**config.mk**
```make
export PLATFORM = sky130hd
export DESIGN_NAME = ifetch_top
export DESIGN_NICKNAME = d
export VERILOG_FILES = /design/src/verilog/ifetch_pkg.sv /design/src/verilog/icache_lookup_if.sv /design/src/verilog/access_counters.sv /design/src/verilog/fetch_ctrl.sv /design/src/verilog/fetch_queue.sv /design/src/verilog/icache_arrays.sv /design/src/verilog/ifetch_top.sv /design/src/verilog/sync_ram.sv
export SDC_FILE = /design/constraint.sdc
export NUM_CORES = 2
export LEC_CHECK = 0
export ABC_AREA = 1
export BUFFER_PORTS_ARGS = -buffer_cell sky130_fd_sc_hd__buf_2
export CORE_MARGIN = 3
export CORE_UTILIZATION = 56
export DETAILED_ROUTE_END_ITERATION = 10
export PLACE_DENSITY_LB_ADDON = 0.15
export SETUP_SLACK_MARGIN = 0.2
export SLEW_MARGIN = 20
export SYNTH_ARGS = -nofsm -noshare
export SYNTH_HDL_FRONTEND = slang
export SYNTH_SLANG_ARGS = --single-unit
```
**constraint.sdc**
```tcl
create_clock -name clk -period 8.9 [get_ports clk]
set_clock_uncertainty 0.05 [all_clocks]
set_input_delay 0.89 -clock clk [delete_from_list [all_inputs] [get_ports clk]]
set_output_delay 0.89 -clock clk [all_outputs]
set_load 0.05 [all_outputs]
```
**src/verilog/ifetch_pkg.sv**
```systemverilog
package ifetch_pkg;

   // fetch address and instruction word
   typedef logic [31:0] addr_t;
   typedef logic [31:0] insn_t;

   // cache line geometry
   localparam int WORDS_PER_LINE = 4;
   localparam int LG_LINE_BYTES = 4;

   // word 0 in the low bits
   typedef logic [WORDS_PER_LINE*$bits(insn_t)-1:0] line_t;

   // one direct-jump marker per word of a line
   typedef logic [WORDS_PER_LINE-1:0] pd_t;

   // entry held in the fetch queue
   typedef struct packed {
      addr_t pc;
      insn_t data;
      logic  pred;
      addr_t pred_target;
   } fetch_entry_t;

   // major opcode shared by jal and j
   localparam logic [6:0] JAL_OPCODE = 7'h6f;

endpackage

```
**src/verilog/icache_lookup_if.sv**
```systemverilog
`timescale 1ns/1ns

interface icache_lookup_if #(parameter int LG_NUM_SETS = 4);
   import ifetch_pkg::*;

   localparam int TAG_W = $bits(addr_t) - LG_NUM_SETS - LG_LINE_BYTES;

   // lookup request, answered one cycle later
   logic                     lookup_req;
   logic [LG_NUM_SETS-1:0]   lookup_idx;
   logic [TAG_W-1:0]         lookup_tag;
   logic [LG_LINE_BYTES-3:0] lookup_word;

   // line fill from memory
   logic                     fill_en;
   logic [LG_NUM_SETS-1:0]   fill_idx;
   logic [TAG_W-1:0]         fill_tag;

   // invalidation sweep
   logic                     inval_en;
   logic [LG_NUM_SETS-1:0]   inval_idx;

   // result of the previous cycle's lookup
   logic                     hit;
   logic                     miss;
   insn_t                    insn;
   logic                     is_jump;

   modport ctrl (
      output lookup_req, lookup_idx, lookup_tag, lookup_word,
      output fill_en, fill_idx, fill_tag,
      output inval_en, inval_idx,
      input  hit, miss, insn, is_jump
   );

   modport cache (
      input  lookup_req, lookup_idx, lookup_tag, lookup_word,
      input  fill_en, fill_idx, fill_tag,
      input  inval_en, inval_idx,
      output hit, miss, insn, is_jump
   );

endinterface

```
**src/verilog/access_counters.sv**
```systemverilog
`timescale 1ns/1ns

module access_counters #(parameter int COUNT_W = 32)
(
   input  logic               clk,
   input  logic               reset,
   input  logic               access,
   input  logic               hit,
   output logic [COUNT_W-1:0] cache_accesses,
   output logic [COUNT_W-1:0] cache_hits
);

   // plain wrapping counters
   always_ff @(posedge clk)
   begin
      if (reset)
      begin
         cache_accesses <= '0;
         cache_hits <= '0;
      end
      else
      begin
         if (access)
         begin
            cache_accesses <= cache_accesses + 1'b1;
         end
         if (hit)
         begin
            cache_hits <= cache_hits + 1'b1;
         end
      end
   end

endmodule

```
**src/verilog/fetch_ctrl.sv**
```systemverilog
`timescale 1ns/1ns

module fetch_ctrl #(parameter int LG_NUM_SETS = 4)
(
   input  logic                     clk,
   input  logic                     reset,
   input  logic                     flush_req,
   input  logic                     restart_valid,
   input  ifetch_pkg::addr_t        restart_pc,
   input  logic                     mem_rsp_valid,
   input  logic                     fq_full,
   output logic                     flush_complete,
   output logic                     restart_ack,
   output logic                     fq_clear,
   output logic                     push,
   output ifetch_pkg::fetch_entry_t push_entry,
   output logic                     mem_req_valid,
   output ifetch_pkg::addr_t        mem_req_addr,
   icache_lookup_if.ctrl            lookup
);
   import ifetch_pkg::*;

   localparam int IDX_LO = LG_LINE_BYTES;
   localparam int TAG_LO = LG_LINE_BYTES + LG_NUM_SETS;

   typedef enum logic [2:0] {
      FLUSH_SWEEP,
      IDLE,
      ACTIVE,
      RELOAD_WAIT,
      RELOAD_TURN,
      WAIT_NOT_FULL
   } state_t;

   state_t                 r_state, n_state;
   addr_t                  r_pc, n_pc;
   addr_t                  r_cache_pc;
   addr_t                  r_miss_pc, n_miss_pc;
   addr_t                  r_mem_req_addr, n_mem_req_addr;
   logic [LG_NUM_SETS-1:0] r_sweep_idx, n_sweep_idx;
   logic                   r_flush_req, n_flush_req;
   logic                   r_restart_req, n_restart_req;
   logic                   r_restart_ack, n_restart_ack;
   logic                   r_flush_complete, n_flush_complete;
   logic                   r_mem_req_valid, n_mem_req_valid;
   logic                   r_bubble, n_bubble;

   addr_t                  t_lookup_pc;
   addr_t                  t_jump_target;
   insn_t                  t_insn;
   logic                   t_lookup;
   logic                   t_pred;
   logic                   t_redirect_ok;

   assign t_insn = lookup.insn;

   // J-type immediate added to the jump's own pc
   assign t_jump_target = r_cache_pc + {{12{t_insn[31]}}, t_insn[19:12], t_insn[20],
                                        t_insn[30:21], 1'b0};

   always_comb
   begin
      n_state = r_state;
      n_pc = r_pc;
      n_miss_pc = r_miss_pc;
      n_mem_req_addr = r_mem_req_addr;
      n_sweep_idx = r_sweep_idx;
      n_flush_req = r_flush_req | flush_req;
      n_restart_req = r_restart_req | restart_valid;
      n_restart_ack = 1'b0;
      n_flush_complete = 1'b0;
      n_mem_req_valid = 1'b0;
      n_bubble = 1'b0;
      t_lookup = 1'b0;
      t_lookup_pc = r_pc;
      t_redirect_ok = 1'b0;
      t_pred = 1'b0;
      push = 1'b0;
      fq_clear = 1'b0;

      case (r_state)
         FLUSH_SWEEP:
         begin
            n_sweep_idx = r_sweep_idx + 1'b1;
            if (&r_sweep_idx)
            begin
               n_flush_complete = 1'b1;
               n_state = IDLE;
            end
         end
         IDLE:
         begin
            t_redirect_ok = 1'b1;
         end
         ACTIVE:
         begin
            // look up r_pc while the previous result resolves
            t_lookup = 1'b1;
            n_pc = r_pc + 32'd4;
            t_redirect_ok = !r_bubble;
            if (!r_bubble && lookup.miss)
            begin
               t_lookup = 1'b0;
               n_pc = r_pc;
               n_miss_pc = r_cache_pc;
               n_mem_req_valid = 1'b1;
               n_mem_req_addr = {r_cache_pc[31:IDX_LO], {IDX_LO{1'b0}}};
               n_state = RELOAD_WAIT;
            end
            else if (!r_bubble && lookup.hit && fq_full)
            begin
               // replay this pc once there is room
               t_lookup = 1'b0;
               n_pc = r_pc;
               n_miss_pc = r_cache_pc;
               n_state = WAIT_NOT_FULL;
            end
            else if (!r_bubble && lookup.hit)
            begin
               push = 1'b1;
               t_pred = lookup.is_jump;
               if (lookup.is_jump)
               begin
                  // fall-through lookup now in flight gets dropped
                  n_pc = t_jump_target;
                  n_bubble = 1'b1;
               end
            end
         end
         RELOAD_WAIT:
         begin
            if (mem_rsp_valid)
            begin
               n_state = RELOAD_TURN;
            end
         end
         RELOAD_TURN:
         begin
            t_redirect_ok = 1'b1;
            t_lookup_pc = r_miss_pc;
            if (!fq_full)
            begin
               t_lookup = 1'b1;
               n_state = ACTIVE;
            end
         end
         WAIT_NOT_FULL:
         begin
            t_redirect_ok = 1'b1;
            t_lookup_pc = r_miss_pc;
            if (!fq_full)
            begin
               t_lookup = 1'b1;
               n_state = ACTIVE;
            end
         end
         default:
         begin
            n_state = FLUSH_SWEEP;
         end
      endcase

      // pending flush first, then restart
      if (t_redirect_ok && n_flush_req)
      begin
         n_flush_req = 1'b0;
         fq_clear = 1'b1;
         n_sweep_idx = '0;
         n_state = FLUSH_SWEEP;
         t_lookup = 1'b0;
         push = 1'b0;
         n_mem_req_valid = 1'b0;
         n_bubble = 1'b0;
      end
      else if (t_redirect_ok && n_restart_req)
      begin
         n_restart_req = 1'b0;
         n_restart_ack = 1'b1;
         fq_clear = 1'b1;
         n_pc = restart_pc;
         n_state = ACTIVE;
         t_lookup = 1'b0;
         push = 1'b0;
         n_mem_req_valid = 1'b0;
         n_bubble = 1'b0;
      end
   end

   always_comb
   begin
      push_entry.pc = r_cache_pc;
      push_entry.data = t_insn;
      push_entry.pred = t_pred;
      push_entry.pred_target = t_pred ? t_jump_target : r_cache_pc + 32'd4;
   end

   assign lookup.lookup_req = t_lookup;
   assign lookup.lookup_idx = t_lookup_pc[TAG_LO-1:IDX_LO];
   assign lookup.lookup_tag = t_lookup_pc[31:TAG_LO];
   assign lookup.lookup_word = t_lookup_pc[IDX_LO-1:2];

   // line is written in the cycle it arrives
   assign lookup.fill_en = (r_state == RELOAD_WAIT) && mem_rsp_valid;
   assign lookup.fill_idx = r_mem_req_addr[TAG_LO-1:IDX_LO];
   assign lookup.fill_tag = r_mem_req_addr[31:TAG_LO];

   assign lookup.inval_en = (r_state == FLUSH_SWEEP);
   assign lookup.inval_idx = r_sweep_idx;

   assign flush_complete = r_flush_complete;
   assign restart_ack = r_restart_ack;
   assign mem_req_valid = r_mem_req_valid;
   assign mem_req_addr = r_mem_req_addr;

   always_ff @(posedge clk)
   begin
      if (reset)
      begin
         r_state <= FLUSH_SWEEP;
         r_sweep_idx <= '0;
         r_flush_req <= 1'b0;
         r_restart_req <= 1'b0;
         r_restart_ack <= 1'b0;
         r_flush_complete <= 1'b0;
         r_mem_req_valid <= 1'b0;
         r_mem_req_addr <= '0;
         r_bubble <= 1'b0;
      end
      else
      begin
         r_state <= n_state;
         r_sweep_idx <= n_sweep_idx;
         r_flush_req <= n_flush_req;
         r_restart_req <= n_restart_req;
         r_restart_ack <= n_restart_ack;
         r_flush_complete <= n_flush_complete;
         r_mem_req_valid <= n_mem_req_valid;
         r_mem_req_addr <= n_mem_req_addr;
         r_bubble <= n_bubble;
      end
   end

   always_ff @(posedge clk)
   begin
      r_pc <= n_pc;
      r_miss_pc <= n_miss_pc;
      if (t_lookup)
      begin
         r_cache_pc <= t_lookup_pc;
      end
   end

endmodule

```
**src/verilog/fetch_queue.sv**
```systemverilog
`timescale 1ns/1ns

module fetch_queue #(parameter int LG_FQ_ENTRIES = 3)
(
   input  logic                     clk,
   input  logic                     reset,
   input  logic                     clear,
   input  logic                     push,
   input  ifetch_pkg::fetch_entry_t push_entry,
   input  logic                     pop,
   output ifetch_pkg::fetch_entry_t head,
   output logic                     empty,
   output logic                     full
);
   import ifetch_pkg::*;

   localparam int DEPTH = 1 << LG_FQ_ENTRIES;

   fetch_entry_t mem [0:DEPTH-1];

   // one extra bit tells full from empty
   logic [LG_FQ_ENTRIES:0] r_head_ptr;
   logic [LG_FQ_ENTRIES:0] r_tail_ptr;
   logic                   t_push;
   logic                   t_pop;

   assign empty = (r_head_ptr == r_tail_ptr);
   assign full = (r_head_ptr[LG_FQ_ENTRIES] != r_tail_ptr[LG_FQ_ENTRIES]) &&
                 (r_head_ptr[LG_FQ_ENTRIES-1:0] == r_tail_ptr[LG_FQ_ENTRIES-1:0]);

   assign t_push = push && !full;
   assign t_pop = pop && !empty;

   assign head = mem[r_head_ptr[LG_FQ_ENTRIES-1:0]];

   always_ff @(posedge clk)
   begin
      if (t_push)
      begin
         mem[r_tail_ptr[LG_FQ_ENTRIES-1:0]] <= push_entry;
      end
   end

   // clear wins over a push or pop in the same cycle
   always_ff @(posedge clk)
   begin
      if (reset || clear)
      begin
         r_head_ptr <= '0;
         r_tail_ptr <= '0;
      end
      else
      begin
         if (t_push)
         begin
            r_tail_ptr <= r_tail_ptr + 1'b1;
         end
         if (t_pop)
         begin
            r_head_ptr <= r_head_ptr + 1'b1;
         end
      end
   end

endmodule

```
**src/verilog/icache_arrays.sv**
```systemverilog
`timescale 1ns/1ns

module icache_arrays #(parameter int LG_NUM_SETS = 4)
(
   input  logic              clk,
   input  ifetch_pkg::line_t mem_rsp_data,
   output logic              access,
   output logic              hit,
   icache_lookup_if.cache    lookup
);
   import ifetch_pkg::*;

   localparam int TAG_W = $bits(addr_t) - LG_NUM_SETS - LG_LINE_BYTES;
   localparam int INSN_W = $bits(insn_t);

   typedef logic [TAG_W-1:0] tag_t;

   logic                     r_req;
   tag_t                     r_tag;
   logic [LG_LINE_BYTES-3:0] r_word;

   logic                     valid_out;
   tag_t                     tag_out;
   line_t                    line_out;
   pd_t                      pd_out;
   pd_t                      fill_pd;

   logic                     valid_wr_en;
   logic                     valid_wr_data;
   logic [LG_NUM_SETS-1:0]   valid_wr_addr;
   logic                     t_match;

   // predecode the incoming line, one jump bit per word
   always_comb
   begin
      for (int w = 0; w < WORDS_PER_LINE; w++)
      begin
         fill_pd[w] = (mem_rsp_data[INSN_W*w +: 7] == JAL_OPCODE);
      end
   end

   // fill sets the valid bit, the sweep clears it
   assign valid_wr_en = lookup.fill_en | lookup.inval_en;
   assign valid_wr_addr = lookup.inval_en ? lookup.inval_idx : lookup.fill_idx;
   assign valid_wr_data = !lookup.inval_en;

   sync_ram #(.payload_t(logic), .LG_DEPTH(LG_NUM_SETS)) valid_ram (
      .clk     (clk),
      .rd_addr (lookup.lookup_idx),
      .wr_en   (valid_wr_en),
      .wr_addr (valid_wr_addr),
      .wr_data (valid_wr_data),
      .rd_data (valid_out)
   );

   sync_ram #(.payload_t(tag_t), .LG_DEPTH(LG_NUM_SETS)) tag_ram (
      .clk     (clk),
      .rd_addr (lookup.lookup_idx),
      .wr_en   (lookup.fill_en),
      .wr_addr (lookup.fill_idx),
      .wr_data (lookup.fill_tag),
      .rd_data (tag_out)
   );

   sync_ram #(.payload_t(line_t), .LG_DEPTH(LG_NUM_SETS)) line_ram (
      .clk     (clk),
      .rd_addr (lookup.lookup_idx),
      .wr_en   (lookup.fill_en),
      .wr_addr (lookup.fill_idx),
      .wr_data (mem_rsp_data),
      .rd_data (line_out)
   );

   sync_ram #(.payload_t(pd_t), .LG_DEPTH(LG_NUM_SETS)) pd_ram (
      .clk     (clk),
      .rd_addr (lookup.lookup_idx),
      .wr_en   (lookup.fill_en),
      .wr_addr (lookup.fill_idx),
      .wr_data (fill_pd),
      .rd_data (pd_out)
   );

   // request, tag and word travel alongside the array read
   always_ff @(posedge clk)
   begin
      r_req <= lookup.lookup_req;
      r_tag <= lookup.lookup_tag;
      r_word <= lookup.lookup_word;
   end

   assign t_match = valid_out && (tag_out == r_tag);

   assign lookup.hit = r_req & t_match;
   assign lookup.miss = r_req & !t_match;
   assign lookup.insn = line_out[INSN_W*r_word +: INSN_W];
   assign lookup.is_jump = pd_out[r_word];

   // statistics taps
   assign access = r_req;
   assign hit = r_req & t_match;

endmodule

```
**src/verilog/ifetch_top.sv**
```systemverilog
`timescale 1ns/1ns

module ifetch_top #(
   parameter int LG_NUM_SETS = 4,
   parameter int LG_FQ_ENTRIES = 3,
   parameter int COUNT_W = 32
)
(
   input  logic               clk,
   input  logic               reset,
   input  logic               flush_req,
   output logic               flush_complete,
   input  logic               restart_valid,
   input  ifetch_pkg::addr_t  restart_pc,
   output logic               restart_ack,
   output logic               insn_valid,
   input  logic               insn_ack,
   output ifetch_pkg::addr_t  insn_pc,
   output ifetch_pkg::insn_t  insn_data,
   output logic               insn_pred,
   output ifetch_pkg::addr_t  insn_pred_target,
   output logic               mem_req_valid,
   output ifetch_pkg::addr_t  mem_req_addr,
   input  logic               mem_rsp_valid,
   input  ifetch_pkg::line_t  mem_rsp_data,
   output logic [COUNT_W-1:0] cache_accesses,
   output logic [COUNT_W-1:0] cache_hits
);
   import ifetch_pkg::*;

   fetch_entry_t push_entry;
   fetch_entry_t head_entry;
   logic         fq_clear;
   logic         push;
   logic         fq_full;
   logic         fq_empty;
   logic         access;
   logic         hit;

   icache_lookup_if #(.LG_NUM_SETS(LG_NUM_SETS)) lookup_bus ();

   fetch_ctrl #(.LG_NUM_SETS(LG_NUM_SETS)) u_ctrl (
      .clk            (clk),
      .reset          (reset),
      .flush_req      (flush_req),
      .restart_valid  (restart_valid),
      .restart_pc     (restart_pc),
      .mem_rsp_valid  (mem_rsp_valid),
      .fq_full        (fq_full),
      .flush_complete (flush_complete),
      .restart_ack    (restart_ack),
      .fq_clear       (fq_clear),
      .push           (push),
      .push_entry     (push_entry),
      .mem_req_valid  (mem_req_valid),
      .mem_req_addr   (mem_req_addr),
      .lookup         (lookup_bus.ctrl)
   );

   icache_arrays #(.LG_NUM_SETS(LG_NUM_SETS)) u_arrays (
      .clk          (clk),
      .mem_rsp_data (mem_rsp_data),
      .access       (access),
      .hit          (hit),
      .lookup       (lookup_bus.cache)
   );

   // entry leaves on insn_valid and insn_ack together
   fetch_queue #(.LG_FQ_ENTRIES(LG_FQ_ENTRIES)) u_queue (
      .clk        (clk),
      .reset      (reset),
      .clear      (fq_clear),
      .push       (push),
      .push_entry (push_entry),
      .pop        (insn_ack),
      .head       (head_entry),
      .empty      (fq_empty),
      .full       (fq_full)
   );

   access_counters #(.COUNT_W(COUNT_W)) u_counters (
      .clk            (clk),
      .reset          (reset),
      .access         (access),
      .hit            (hit),
      .cache_accesses (cache_accesses),
      .cache_hits     (cache_hits)
   );

   assign insn_valid = !fq_empty;
   assign insn_pc = head_entry.pc;
   assign insn_data = head_entry.data;
   assign insn_pred = head_entry.pred;
   assign insn_pred_target = head_entry.pred_target;

endmodule

```
**src/verilog/sync_ram.sv**
```systemverilog
`timescale 1ns/1ns

module sync_ram #(
   parameter type payload_t = logic,
   parameter int  LG_DEPTH = 4
)
(
   input  logic                clk,
   input  logic [LG_DEPTH-1:0] rd_addr,
   input  logic                wr_en,
   input  logic [LG_DEPTH-1:0] wr_addr,
   input  payload_t            wr_data,
   output payload_t            rd_data
);

   localparam int DEPTH = 1 << LG_DEPTH;

   payload_t mem [0:DEPTH-1];

   // read returns the old contents on a same-address write
   always_ff @(posedge clk)
   begin
      if (wr_en)
      begin
         mem[wr_addr] <= wr_data;
      end
      rd_data <= mem[rd_addr];
   end

endmodule
```
Word level (Yosys, flattened, before mapping)

Memory sizes are Yosys's and may differ from the RTL's. A register that Yosys moved wholly into a read port is not among the register bits.
Cells that the tools add are included.

Register bits after elaboration: 236
Bits in latches: 0
RAM bits: 3288
Bits in read-only memories: 0
Bits of input ports: 166
Output and inout port bits: 197
Memories kept: 5

$add $sub $neg: 8
Multiply operators: 0
Div/mod/pow operators: 0
Order comparisons: 1
Eq/ne operators: 22
Shifts and indexed selects: 1
Multiplexer cells: 53
Bitwise gates (word level): 9
Reductions and logical operators: 30

Memory list:

| memory                 | depth | width | read ports | clocked after Yosys merged registers in | write ports | line              | source |
|---|---|---|---|---|---|---|---|
| u_arrays.line_ram.mem  | 16    | 128   | 1          | 1                                       | 1           | sync_ram.sv:18    | `payload_t mem [0:DEPTH-1];` |
| u_queue.mem            | 8     | 97    | 1          | 1                                       | 1           | fetch_queue.sv:19 | `fetch_entry_t mem [0:DEPTH-1];` |
| u_arrays.tag_ram.mem   | 16    | 24    | 1          | 1                                       | 1           | sync_ram.sv:18    |  |
| u_arrays.pd_ram.mem    | 16    | 4     | 1          | 1                                       | 1           | sync_ram.sv:18    |  |
| u_arrays.valid_ram.mem | 16    | 1     | 1          | 1                                       | 1           | sync_ram.sv:18    |  |

Operators by type and width:

| operator                                               | count |
|---|---|
| two-way mux 32 bit                                     | 11 |
| variable part select 128 x 8 -> 32 bit                 | 1 |
| adder 32 x 1 -> 32 bit (second input constant)         | 2 |
| adder 32 x 3 -> 32 bit (second input constant)         | 2 |
| adder 32 bit                                           | 1 |
| two-way mux 1 bit                                      | 29 |
| == test 7 bit (second input constant)                  | 4 |
| == test 24 bit                                         | 1 |
| two-way mux 3 bit                                      | 7 |
| case mux 3 bit (5 select lines)                        | 1 |
| adder 4 x 1 -> 4 bit (second input constant)           | 3 |
| logical AND 1 bit                                      | 10 |
| AND reduction 5 bit                                    | 2 |
| OR reduction 7 bit                                     | 1 |
| == test 3 x 2 -> 1 bit (second input constant)         | 2 |
| == test 3 bit (second input constant)                  | 2 |
| inequality test 2 bit (second input constant)          | 3 |
| inequality test 3 bit (second input constant)          | 2 |
| OR reduction 2 bit                                     | 3 |
| OR reduction 3 bit                                     | 2 |
| zero test 1 bit                                        | 5 |
| == test 4 bit                                          | 1 |
| two-way mux 4 bit                                      | 1 |
| inequality test 4 x 1 -> 1 bit (second input constant) | 1 |
| 19 further kinds                                       | 27 |

Depth between registers and ports, before layout

Depth after elaboration: 13
Mapped depth: 23
Depth with buffers taken out: 21

By module

From an unflattened synthesis, not the netlist that was laid out.

Cells, all modules: 14153
Area total of the unflattened synthesis: 154385.6 um2

By module, submodules not included:

| module                        | instances | cells each | area each (um2) | seq. area each (um2) |
|---|---|---|---|---|
| sync_ram (u_arrays.line_ram)  | 1         | 7786       | 87617.8         | 64061.4 |
| fetch_queue                   | 1         | 2071       | 30509.3         | 23522.6 |
| sync_ram (u_arrays.tag_ram)   | 1         | 1597       | 16951.3         | 12011.5 |
| fetch_ctrl                    | 1         | 1358       | 9693.0          | 3383.2 |
| access_counters               | 1         | 563        | 3592.2          | 1281.2 |
| sync_ram (u_arrays.pd_ram)    | 1         | 290        | 2966.6          | 2001.9 |
| icache_arrays                 | 1         | 391        | 2204.6          | 540.5 |
| sync_ram (u_arrays.valid_ram) | 1         | 96         | 847.1           | 500.5 |
| ifetch_top                    | 1         | 1          | 3.8             | 0.0 |

Worst setup path before layout

Ideal clock, no wire load.

Kind: input-to-reg
From: in mem_rsp_valid
To: mem u_arrays.line_ram.mem[12][0] (netlist name) (enable)
Library setup time: 675 ps
Data arrival time: 7691 ps
Data required time: 8175 ps
Setup slack: 484 ps
Stages: 4
Buffers on the path: 0
Cells stage by stage: nand2_1 > inv_1 > nand3_1 > nor2_1

Longest elaborated chain between the ends: 3

RTL lines:

| item                                    | line              | source |
|---|---|---|
| start: declaration                      | ifetch_top.sv:24  | `input logic mem_rsp_valid,` |
| logical AND 1 bit                       | fetch_ctrl.sv:203 | `assign lookup.fill_en = (r_state == RELOAD_WAIT) && mem_rsp_valid;` |
| two-way mux 1 bit                       | sync_ram.sv:23    | `if (wr_en)` |
| two-way mux 1 bit (not written as such) | sync_ram.sv:25    | `mem[wr_addr] <= wr_data;` |
| end: declaration                        | sync_ram.sv:18    |  |

Every way passes these cells.

==> flow_summary.yaml <==
worst_setup_path:
  cp-end-kind: "flip-flop"
  r2r_setup_slack_ps: 3580
  cp-start-kind: "flip-flop"
  worstReg2RegStart: "u_arrays.r_word[1]"
  r2r-end: "u_queue.mem[2][21]"
  crit_required_ps: 9470
  rr_worst_depth: 19
  path_class: "flip-flop to flip-flop"
  cp.arrival_ps: 5890
  crit_end: "u_queue.mem[2][21]"
  startpoint: "u_arrays.r_word[1]"
  path_max_fanout: 35
final_layout:
  final_core_util: 0.634
  area_growth_syn_to_layout_pct: 12.0
  final_nets: 12000
  drive_gt1_frac: 0.0959
cts:
  clock_path_buffers: 4
  clock_sinks: 3676
  clock_insertion_delay_worst_skew_ps: 970
  tritoncts: "built"
  cts_buffers: 381
  htree_levels: 5
  cts_root_buf: "clkbuf_16"
  cts_setup_buffers: 0
  ctsHoldBuffers: 0
  clk_pin_slew_worst_paths_ps: 60
  cts_resized: 0
placed_design:
  gp_congestion: 0.916
  port_buffers: 358
  dpl.hpwl_mm: 238
routing:
  ant_nets: 0
  drc_errors: 0
  finalWirelength_mm: 427
  routed_via_density: 6.31
  wl_per_cell_um: 27.6
  vias: 97600
  detail_route.first_pass.iterations: 6
  initialDrtViolationCount: 12500
global_route:
  grt_max_degree: 203
  track_usage: 0.317
  grt_pass1_wl_mm: 620
  global_route.overflow_total: 0
  first_global_vias: 92200
  grt_antenna_before_repair: 59
floorplan:
  rows: 185
  start_util: 0.566
  die_y_um: 514
  dieArea_mm2: 0.264
  core_area_mm2: 0.255
  dieWidth_um: 514
  pin_count: 363
hold_path:
  hold_path_class: "primary input to flip-flop"
synth:
  syn_area_mm2: 0.144
  synth-seq-cells: 3676
  synth_warnings: 0
  synth.avg_cell_area_um2: 12.5
  ys_seq_area_frac: 0.742
  synth.distinct_cells: 52
  synth_cells: 11600
timing:
  rsz0062_at_grt: "no"
  relSlewSlack: 0.231
  finalHoldViolCount: 0
  slew_violations: 0
  period_share: 0.598
  min_period_ps: 5320
  worst_pin_slew_ps: 1150
  fmax_ghz: 0.188
  finalSetupViolations: 0
  fin_setup_tns_ps: 0
run_status:
  outcome: "finished clean"
power_and_ir_drop:
  leakagePower_nw: 53.6
  worst_ir_drop_vdd_v: 0.000247
  p_per_area_mw_per_mm2: 323
flow_run:
  max_cap_violations: 0
logic make-up after synthesis:
kind of cell,synth area share
DFF,0.742
adders and majority gates,0.00335
and+or+nand+nor,0.0948
buffers and inverters,0.0276
AOI/OAI and AO/OA,0.126
other,0.0000260
xor gates and xnor gates,0.00613
critical path, cell delays in order, from the launching register on:
cell	delay, ps
dfxtp_2	530
inv_2	550
o21ai_0	190
o22ai_1	890
ha_1	330
inv_1	60
fa_1	380
inv_1	90
nand2_1	70
o21ai_0	370
nand2_1	100
nand2_1	160
nand2_1	70
nand2_1	110
nand2_1	80
nand2_1	70
nand2_1	60
nand2_1	80
inv_1	60
o21ai_0	670
worst min-delay path by stage:
stage	startpoint	to	slack, ps	cells past startpoint
finish	restart_pc[10]	u_ctrl.r_pc[10]	120	3
floorplan	u_ctrl.r_miss_pc[20]	u_arrays.r_tag[12]	380	2
global route	restart_pc[10]	u_ctrl.r_pc[10]	100	3
CTS	restart_pc[10]	u_ctrl.r_pc[10]	80	3
detailed placement	u_counters.cache_accesses[8]	u_counters.cache_accesses[8]	420	2
global placement	u_ctrl.r_miss_pc[13]	u_arrays.r_tag[5]	400	2
final cells by class:
class / count / area, um^2
flip-flops and latches: 3676 / 107000
fillers: 19100 / 93500
multi-input cells: 6900 / 33500
clock buffers: 487 / 10200
well taps: 3366 / 4210
repair buffers: 558 / 3780
clock inverters: 195 / 1780
inverters: 241 / 952
diodes: 43 / 108
where the power goes:
part	switching (mW)	internal (mW)	leakage, nW
combinational	11.5	4.14	14.8
sequential	1.03	20.1	33.0
clock	6.42	8.96	5.89
total	19.0	33.2	53.6
cell usage after synthesis (all sizes together):
cell type / instances / area [um^2]
buf: 197 / 1000
o22ai: 753 / 4710
dfxtp: 332 / 6650
clkbuf: 552 / 2070
fa: 1 / 20.0
or4: 1 / 7.51
nand2: 633 / 2380
nor2: 2487 / 9350
edfxtp: 3344 / 100000
nor3: 71 / 377
nand3b: 13 / 97.6
nor4: 22 / 138
o21a: 17 / 128
inv: 241 / 905
xor2: 69 / 604
a21boi: 2 / 15.0
and2: 3 / 18.8
o21ai: 2057 / 10300
o21bai: 8 / 60.1
ha: 37 / 463
conb: 1 / 3.75
a21oi: 183 / 916
a21o: 2 / 15.0
nand4: 57 / 357
a31o: 1 / 8.76
or2: 7 / 43.8
and3: 1 / 6.26
nor3b: 2 / 15.0
nand3: 173 / 881
a32oi: 2 / 17.5
o31ai: 3 / 22.5
a211oi: 2 / 15.0
or3: 2 / 12.5
xnor2: 32 / 280
o221ai: 116 / 1020
o211ai: 41 / 308
a31oi: 98 / 613
stage by stage:
step | area (um^2) | std cells | hold slack, ps | setup slack, ps | total power, mW
after floorplan | 144000 | 11600 | 378 | 484 | 30.5
after global placement | 149000 | 14700 | 395 | 3920 | 36.6
after detailed placement | 149000 | 14700 | 416 | 3800 | 36.9
after CTS | 161000 | 15400 | 75.8 | 3650 | 52.1
after global routing | 162000 | 15400 | 102 | 3220 | 54.4
final | 162000 | 15500 | 124 | 3580 | 52.2
routing by layer:
layer | part of all wire | up-vias | GRT usage
met2 | 0.47 | 5000 | 0.502
met1 | 0.40 | 48800 | 0.434
met4 | 0.041 | 34 | 0.133
met5 | 0.00051 | - | 0
met3 | 0.092 | 842 | 0.0586
li1 | - | 42900 | -
cells in the final DEF, fill, tap and decap left out, drive strengths merged, types with 69 or more instances in the layout:
cell,Yosys,routed
nor3,71,71
nand2,633,633
o21ai,2057,2057
o221ai,116,116
inv,241,247
nand3,173,173
o22ai,753,753
nor2,2487,2487
xor2,69,69
dfxtp,332,332
clkinv,0,148
clkbuf,552,487
edfxtp,3344,3344
a31oi,98,98
a21oi,183,183
buf,197,558
state kept, by name, summed over array words and instances, names as in the netlist, 2 cells and up, named ones only:
register,cells
u_arrays.tag_ram.rd_data,24
u_arrays.r_tag,24
u_arrays.pd_ram.rd_data,4
u_arrays.pd_ram.mem,64
u_arrays.r_word,2
u_arrays.valid_ram.mem,16
u_ctrl.r_cache_pc,32
u_counters.cache_accesses,32
u_queue.r_head_ptr,4
u_ctrl.mem_req_addr,28
u_ctrl.r_miss_pc,32
u_queue.mem,768
u_arrays.line_ram.rd_data,128
u_counters.cache_hits,32
u_ctrl.r_pc,32
u_ctrl.r_state,3
u_arrays.line_ram.mem,2048
u_arrays.tag_ram.mem,384
u_queue.r_tail_ptr,4
u_ctrl.lookup.inval_idx,4
No activity file was read; power rests on OpenSTA's default activity.
